<file path="src/verilog/tlbArrayPkg.sv">
// tlb array geometry constants and field types
package tlbArrayPkg;

  // ********************
  // array geometry
  // ********************

  // entries in the unified tlb
  localparam int numEntries = 64;
  // entry index width follows the entry count
  localparam int addrWidth = $clog2(numEntries);

  // tag field widths as seen on the array ports
  localparam int epnWidth = 22;
  localparam int tidWidth = 8;
  localparam int dSizeWidth = 7;

  // data port width and the width of one background
  localparam int bgWidth = 2;

  // ********************
  // field types
  // ********************

  // entry index
  typedef logic [addrWidth-1:0] addrT;
  // effective page number
  typedef logic [epnWidth-1:0] epnT;
  // translation id
  typedef logic [tidWidth-1:0] tidT;
  // page size field
  typedef logic [dSizeWidth-1:0] dSizeT;
  // data background and array data word
  typedef logic [bgWidth-1:0] bgT;

endpackage
</file>
<file path="src/verilog/bistSeqPkg.sv">
// bist algorithm enums, background table and error vector type
package bistSeqPkg;

  // sequencer phases with one sweep over the array each
  typedef enum logic [2:0] {phIdle, phWrite, phRead, phLookup, phDone} phaseE;

  // request kind travelling down the pipeline
  typedef enum logic [1:0] {opNone, opWrite, opRead, opLookup} opE;

  // ********************
  // backgrounds
  // ********************

  localparam int numIters = 4;
  typedef logic [$clog2(numIters)-1:0] iterT;

  // solid zeros, solid ones, then the two checkerboards
  localparam tlbArrayPkg::bgT bgTable [numIters] = '{2'b00, 2'b11, 2'b01, 2'b10};

  // sticky error vector and its bit positions
  typedef logic [2:0] errT;
  localparam int errTagBit = 2;
  localparam int errDataBit = 1;
  localparam int errCtrlBit = 0;

endpackage

</file>
<file path="src/verilog/tlbBistTop.sv">
// tlb bist top with sequencer, pattern and checker stages
`timescale 1ns/1ps

module tlbBistTop
(
  input  logic               BIST_Osc,
  input  logic               resetL2,
  input  logic               testMode_i,
  input  logic               tagComp_i,
  input  logic               dataComp_i,
  input  logic               utlbMiss_i,
  input  tlbArrayPkg::addrT  utlbIndex_i,
  output logic               bistWrEn_o,
  output logic               bistRdEn_o,
  output logic               bistLookupEn_o,
  output tlbArrayPkg::addrT  bistAddr_o,
  output tlbArrayPkg::bgT    bistData_o,
  output tlbArrayPkg::epnT   bistEpnEa_o,
  output tlbArrayPkg::tidT   bistTid_o,
  output tlbArrayPkg::dSizeT bistDSize_o,
  output logic               bistDt_o,
  output logic               tagErr_o,
  output logic               dataErr_o,
  output logic               ctrlErr_o,
  output logic               bistDone_o
);

  import tlbArrayPkg::*;
  import bistSeqPkg::*;

  // sequencer to pattern stage
  opE   seqOp;
  addrT seqAddr;
  bgT   seqBg;
  logic seqLast;
  // pattern stage to checker
  opE   reqOp;
  logic reqLast;
  errT  err;

  bistSequencer seq_i
  (
    .BIST_Osc   (BIST_Osc),
    .resetL2    (resetL2),
    .testMode_i (testMode_i),
    .op_o       (seqOp),
    .addr_o     (seqAddr),
    .bg_o       (seqBg),
    .lastOp_o   (seqLast)
  );

  bistPatternGen pat_i
  (
    .BIST_Osc   (BIST_Osc),
    .resetL2    (resetL2),
    .op_i       (seqOp),
    .addr_i     (seqAddr),
    .bg_i       (seqBg),
    .lastOp_i   (seqLast),
    .wrEn_o     (bistWrEn_o),
    .rdEn_o     (bistRdEn_o),
    .lookupEn_o (bistLookupEn_o),
    .addr_o     (bistAddr_o),
    .data_o     (bistData_o),
    .epnEa_o    (bistEpnEa_o),
    .tid_o      (bistTid_o),
    .dSize_o    (bistDSize_o),
    .dt_o       (bistDt_o),
    .op_o       (reqOp),
    .lastOp_o   (reqLast)
  );

  // checker takes the address as driven to the array
  bistResultCheck chk_i
  (
    .BIST_Osc    (BIST_Osc),
    .resetL2     (resetL2),
    .op_i        (reqOp),
    .addr_i      (bistAddr_o),
    .lastOp_i    (reqLast),
    .tagComp_i   (tagComp_i),
    .dataComp_i  (dataComp_i),
    .utlbMiss_i  (utlbMiss_i),
    .utlbIndex_i (utlbIndex_i),
    .err_o       (err),
    .done_o      (bistDone_o)
  );

  assign tagErr_o = err[errTagBit];
  assign dataErr_o = err[errDataBit];
  assign ctrlErr_o = err[errCtrlBit];

endmodule

</file>
<file path="src/verilog/bistResultCheck.sv">
// response alignment, sticky error capture and done flag
`timescale 1ns/1ps

module bistResultCheck
(
  input  logic              BIST_Osc,
  input  logic              resetL2,
  input  bistSeqPkg::opE    op_i,
  input  tlbArrayPkg::addrT addr_i,
  input  logic              lastOp_i,
  input  logic              tagComp_i,
  input  logic              dataComp_i,
  input  logic              utlbMiss_i,
  input  tlbArrayPkg::addrT utlbIndex_i,
  output bistSeqPkg::errT   err_o,
  output logic              done_o
);

  import tlbArrayPkg::*;
  import bistSeqPkg::*;

  // request as seen in the response cycle
  opE   opQ;
  addrT addrQ;
  logic lastQ;
  // errors found in this response
  errT  errNow;

  // ********************
  // alignment
  // ********************

  // array answers one cycle after the request
  always_ff @(posedge BIST_Osc)
  begin
    if (!resetL2)
    begin
      opQ <= opNone;
      lastQ <= 1'b0;
    end
    else
    begin
      opQ <= op_i;
      lastQ <= lastOp_i;
    end
  end

  // expected lookup index
  always_ff @(posedge BIST_Osc)
  begin
    addrQ <= addr_i;
  end

  // ********************
  // compare
  // ********************

  always_comb
  begin
    errNow = '0;
    // read compares the stored tag and data against the request
    errNow[errTagBit] = (opQ == opRead) && !tagComp_i;
    errNow[errDataBit] = (opQ == opRead) && !dataComp_i;
    // every tag is unique, so a lookup must hit its own entry
    errNow[errCtrlBit] = (opQ == opLookup) && (utlbMiss_i || (utlbIndex_i != addrQ));
  end

  // sticky until reset
  always_ff @(posedge BIST_Osc)
  begin
    if (!resetL2)
    begin
      err_o <= '0;
      done_o <= 1'b0;
    end
    else
    begin
      err_o <= err_o | errNow;
      // last lookup checked in the same cycle
      if (lastQ)
      begin
        done_o <= 1'b1;
      end
    end
  end

endmodule

</file>
<file path="src/verilog/bistPatternGen.sv">
// request register with strobe decode and background expansion
`timescale 1ns/1ps

module bistPatternGen
(
  input  logic               BIST_Osc,
  input  logic               resetL2,
  input  bistSeqPkg::opE     op_i,
  input  tlbArrayPkg::addrT  addr_i,
  input  tlbArrayPkg::bgT    bg_i,
  input  logic               lastOp_i,
  output logic               wrEn_o,
  output logic               rdEn_o,
  output logic               lookupEn_o,
  output tlbArrayPkg::addrT  addr_o,
  output tlbArrayPkg::bgT    data_o,
  output tlbArrayPkg::epnT   epnEa_o,
  output tlbArrayPkg::tidT   tid_o,
  output tlbArrayPkg::dSizeT dSize_o,
  output logic               dt_o,
  output bistSeqPkg::opE     op_o,
  output logic               lastOp_o
);

  import tlbArrayPkg::*;
  import bistSeqPkg::*;

  // background copies per field
  localparam int tidReps = $bits(tidT) / $bits(bgT);
  localparam int attrReps = ($bits(dSizeT) + 1) / $bits(bgT);
  // epn keeps the entry address in its low bits
  localparam int epnReps = ($bits(epnT) - $bits(addrT)) / $bits(bgT);

  logic reqValid;

  assign reqValid = (op_i != opNone);

  // strobes and alignment tags
  always_ff @(posedge BIST_Osc)
  begin
    if (!resetL2)
    begin
      wrEn_o <= 1'b0;
      rdEn_o <= 1'b0;
      lookupEn_o <= 1'b0;
      op_o <= opNone;
      lastOp_o <= 1'b0;
    end
    else
    begin
      // a stall arrives as opNone and gives a bubble
      wrEn_o <= (op_i == opWrite);
      rdEn_o <= (op_i == opRead);
      lookupEn_o <= (op_i == opLookup);
      op_o <= op_i;
      lastOp_o <= lastOp_i;
    end
  end

  // ********************
  // payload expansion
  // ********************

  always_ff @(posedge BIST_Osc)
  begin
    // bus holds its last value through bubbles
    if (reqValid)
    begin
      addr_o <= addr_i;
      data_o <= bg_i;
      tid_o <= {tidReps{bg_i}};
      {dSize_o, dt_o} <= {attrReps{bg_i}};
      epnEa_o <= {{epnReps{bg_i}}, addr_i};
    end
  end

endmodule

</file>
<file path="src/verilog/bistSequencer.sv">
// bist sequencer fsm with phase, iteration and address counters
`timescale 1ns/1ps

module bistSequencer
(
  input  logic               BIST_Osc,
  input  logic               resetL2,
  input  logic               testMode_i,
  output bistSeqPkg::opE     op_o,
  output tlbArrayPkg::addrT  addr_o,
  output tlbArrayPkg::bgT    bg_o,
  output logic               lastOp_o
);

  import tlbArrayPkg::*;
  import bistSeqPkg::*;

  phaseE phase;
  addrT  addr;
  iterT  iter;
  logic  issue;
  logic  lastAddr;
  logic  lastIter;

  // an op goes out every cycle of an active sweep unless test mode drops
  assign issue = testMode_i && (phase == phWrite || phase == phRead || phase == phLookup);
  assign lastAddr = (addr == addrT'(numEntries - 1));
  assign lastIter = (iter == iterT'(numIters - 1));

  // ********************
  // state update
  // ********************

  always_ff @(posedge BIST_Osc)
  begin
    if (!resetL2)
    begin
      phase <= phIdle;
      addr <= '0;
      iter <= '0;
    end
    // low test mode freezes everything
    else if (testMode_i)
    begin
      case (phase)
        phIdle:
        begin
          phase <= phWrite;
          addr <= '0;
          iter <= '0;
        end
        phWrite:
        begin
          // address wraps to 0 at the end of each sweep
          addr <= addr + 1'b1;
          if (lastAddr)
          begin
            phase <= phRead;
          end
        end
        phRead:
        begin
          addr <= addr + 1'b1;
          if (lastAddr)
          begin
            phase <= phLookup;
          end
        end
        phLookup:
        begin
          addr <= addr + 1'b1;
          if (lastAddr)
          begin
            // next background or finish
            if (lastIter)
            begin
              phase <= phDone;
            end
            else
            begin
              phase <= phWrite;
              iter <= iter + 1'b1;
            end
          end
        end
        // done holds until reset
        default:
        begin
        end
      endcase
    end
  end

  // ********************
  // issued operation
  // ********************

  always_comb
  begin
    op_o = opNone;
    if (issue)
    begin
      case (phase)
        phWrite: op_o = opWrite;
        phRead: op_o = opRead;
        default: op_o = opLookup;
      endcase
    end
  end

  assign addr_o = addr;
  // background of the current iteration
  assign bg_o = bgTable[iter];
  // final lookup of the last background
  assign lastOp_o = issue && (phase == phLookup) && lastAddr && lastIter;

endmodule

</file>
<file path="config.mk">
export PLATFORM = sky130hd
export DESIGN_NAME = tlbBistTop
export DESIGN_NICKNAME = d
export VERILOG_FILES = /design/src/verilog/tlbArrayPkg.sv /design/src/verilog/bistSeqPkg.sv /design/src/verilog/tlbBistTop.sv /design/src/verilog/bistResultCheck.sv /design/src/verilog/bistPatternGen.sv /design/src/verilog/bistSequencer.sv
export SDC_FILE = /design/constraint.sdc
export NUM_CORES = 1
export LEC_CHECK = 0
export BUFFER_PORTS_ARGS = -buffer_cell sky130_fd_sc_hd__buf_2
export CORE_ASPECT_RATIO = 1.25
export CORE_MARGIN = 5
export CORE_UTILIZATION = 45
export DETAILED_ROUTE_END_ITERATION = 8
export HOLD_SLACK_MARGIN = 0.15
export PLACE_DENSITY = 0.87
export SETUP_SLACK_MARGIN = 0.3
export SLEW_MARGIN = 20
export SYNTH_ARGS = -nofsm -noshare
export SYNTH_HDL_FRONTEND = slang
export SYNTH_SLANG_ARGS = --single-unit
export TNS_END_PERCENT = 20
</file>
<file path="constraint.sdc">
create_clock -name BIST_Osc -period 1.93 [get_ports BIST_Osc]
set_clock_uncertainty 0.05 [all_clocks]
set_input_delay 0.0965 -clock BIST_Osc [delete_from_list [all_inputs] [get_ports BIST_Osc]]
set_output_delay 0.0965 -clock BIST_Osc [all_outputs]
set_load 0.005 [all_outputs]
</file>
==> metrics.md <==
| Metric | Value |
|---|---|
| Outcome | `finished clean` |
| Worst setup path class | `reg -> reg` |
| DRT Pass-1 Iters | `6` |
| Peak VDD IR | `roughly 0.38 mV` |
| Fin crit period | `1.477 ns` |
| Die X | `roughly 64 um` |
| Share of cells above drive strength 1 | `between 40% and 50%` |
| Seq pwr share | `a little under three fifths` |
| Min-delay src | `testMode_i` |
| Total track usage | `between 10% and 20%` |
| Fmax | `a little under 700 MHz` |
| Final hold vios | `0` |
| Warnings, synthesis | `0` |
| Sw frac | `approximately a fifth` |
| Die area | `about 0.005 mm2` |
| Clk buf depth | `2` |
| Leak | `between 0.8 and 0.9 nW` |
| Syn Area/Cell | `10.61 um2` |
| Internal power | `1.165 mW` |
| Crit-path cells | `ha_1, nor2b_1, a41oi_1, o211ai_1, o41ai_2` |
| Initial antenna violation count | `0` |
| GRT Residual Overflow | `0` |
| Max-Cap Viols | `0` |
| Inserted Clock Buffers | `5` |
| Core Box Area | `between 0.003 and 0.004 mm2` |
| RSZ-0062 raised after global routing | `false` |
| Largest net degree at the start of global routing | `19` |
| Syn_nets | `between 150 and 200` |
| Worst slew pin tran | `0.3582 ns` |
| Worst hold-check path type | `in -> reg` |
| EDFF count, synth | `8` |
| DPL Wire Length | `approximately 2200 um` |
| Iteration-0 DRC Markers | `28` |
| CP Data Arrival Time | `approximately 1.6 ns` |
| Setup crit end kind | `flip-flop` |
| CP Launch Point | `seq_i.iter[0]` |
| Power density cells | `about 780 mW/mm2` |
| Clk pwr share | `between 30% and 40%` |
| Commonest non-fill, non-tap cell in the layout | `buf_2` |
| CP max FO | `4` |
| Rows | `24` |
| Crit path required time | `between 2 and 2.5 ns` |
| Vias in the first global route | `slightly above 1,000` |
| Synth Cell Area | `around 0.0017 mm2` |
| CTS sink cnt | `38` |
| Slew HR | `75.90%` |
| #FFs+latches synth | `38` |
| Die Span Y | `a little under 80 um` |
| CP max-delay cell | `dfxtp_1` |
| Vias per cell | `around 5` |
| Final slew viol count | `0` |
| H-tree depth | `2` |
| Clk slew on worst S/H paths | `roughly 0.070 ns` |
| WL per Instance | `12.95 um` |
| Number of port buffers | `64` |
| Worst r2r src | `seq_i.iter[0]` |
| Critical Path Source Type | `flip-flop` |
| Area of the multi-input gates | `approximately 520 um2` |
| Final hold slack | `approximately 0.20 ns` |
| Vias | `between 1,000 and 1,500` |
| ANT cells | `0` |
| CTS tree | `done` |
| Fillers | `~300` |
| Most used DFF post-synth | `dfxtp_1` |
| Async set-reset flop share out of synthesis | `0%` |
| Area growth syn-to-layout | `13.52%` |
| Final net count | `207` |
| Final period utilization | `between 70% and 80%` |
| Clk Latency, worst-skew pair | `0.28 ns` |
| Storage cell area | `840.8 um2` |
| First-pass GRT wire length | `between 4000 and 5000 um` |
| Most frequent cells in the layout | `buf_2, dfxtp_1, nor2_1` |
| Post-CTS setup buffer count | `0` |
| DR DRC count | `0` |
| Initial core utilization | `between 40% and 50%` |
| GP Congestion | `about 0.8` |
| Synth unique cells | `36` |
| Slowest stage delay, CP | `about 0.35 ns` |
| TNS Setup | `0 ns` |
| Root Driver | `clkbuf_8` |
| Logic gate share of total power | `6.8%` |
| Routed WL | `approximately 3000 um` |
| Synthesized instance count | `around 160` |
| Sw Pwr | `roughly 0.32 mW` |
| Post-route antenna net violation count | `0` |
| Io pins | `65` |
| # setup viols final | `0` |
| Post-synthesis sequential area ratio | `50.49%` |
## layout make-up
class | instances | share of cell area, %
sequential | 38 | 44.47
tap | 39 | 2.581
timing repair buffer | 72 | 20.78
clock inverter | 1 | 0.2647
clock buffer | 7 | 4.567
multi-input combinational | 76 | 27.33
## cells in the mapped netlist, types with 3 or more instances
cell	instances	area share [%]
nand2_1	6	1.4
nor2_1	11	2.5
xnor2_1	5	2.6
buf_4	38	17
edfxtp_1	8	14
buf_2	3	0.90
nor2b_1	5	1.9
nor3_1	3	0.90
nand4_1	5	1.9
xor2_1	6	3.2
and2_1	5	1.9
o21a_1	5	2.3
dfxtp_1	30	36
## state kept, by name (all words and copies together) (netlist names)
signal and cells:
pat_i.epnEa_o 6, seq_i.iter 2, pat_i.dSize_o 2, chk_i.addrQ 6, pat_i.wrEn_o 1, seq_i.phase 3
chk_i.opQ 2, chk_i.done_o 1, seq_i.addr_o 6, pat_i.lastOp_o 1, pat_i.rdEn_o 1, chk_i.lastQ 1
pat_i.lookupEn_o 1, chk_i.err_o 3, pat_i.op_o 2
## per-stage QoR
step | instance area [um2] | utilization, % | cells | total power, mW | setup slack [ns]
2_1_floorplan | 1665 | - | 157 | 0.9318 | 0.5054
3_3_place_gp | 1749 | 49.36 | 220 | 0.9517 | 0.5590
3_5_place_dp | 1749 | 49.36 | 220 | 0.9550 | 0.4829
4_1_cts | 1891 | 53.35 | 233 | 1.495 | 0.4654
5_1_grt | 1891 | 53.35 | 233 | 1.556 | 0.3452
6_report | 1891 | 53.35 | 233 | 1.481 | 0.4528
## worst max-delay path, delay by kind of cell, from the launching register on
family	cells	cell delay (ns)
AOI/OAI and AO/OA	3	0.48
DFF	1	0.35
adders and majority gates	1	0.24
and+or+nand+nor	1	0.23
## what timing repair did
| action | CTS | global route |
|---|---|---|
| endpoints found under the hold margin | 3 | 0 |
| hold buffers | 5 | 0 |
| resized for setup | 0 | 0 |
## final timing paths
path | endpoint | slack, ns | depth (start not counted)
setup / recovery | seq_i.iter[0] | 0.45 | 5
hold / removal | seq_i.phase[2] | 0.20 | 4
setup reg to reg | seq_i.iter[0] | 0.45 | 5
hold reg to reg | chk_i.addrQ[3] | 0.34 | 0
## power by group through the flow
stage	sequential [mW]	clock (mW)	combinational [mW]
6_report	0.842	0.539	0.100
5_1_grt	0.844	0.602	0.110
4_1_cts	0.842	0.553	0.101
3_5_place_dp	0.859	0	0.0956
3_3_place_gp	0.858	0	0.0935
2_1_floorplan	0.855	0	0.0766
## layer usage
layer / global-route usage [%] / wire length [um] / up-vias
li1: - / - / 564
met1: 12.82 / 1127 / 523
met2: 22.11 / 1543 / 60
met3: 4.286 / 296 / 5
met4: 6.342 / 49 / 0
met5: 0 / 0 / -
## logic make-up (layout without fill, tap and decap cells)
logic type,count (synthesis),count (layout),synth area share (%)
simple gates,47,47,16.08
compound gates,15,15,7.063
flops,38,38,50.49
fa+ha+maj,2,2,1.502
xor+xnor,11,11,5.785
mux,1,1,0.6011
buf+inv,43,80,18.48
Power figures use the tool's default switching activity.
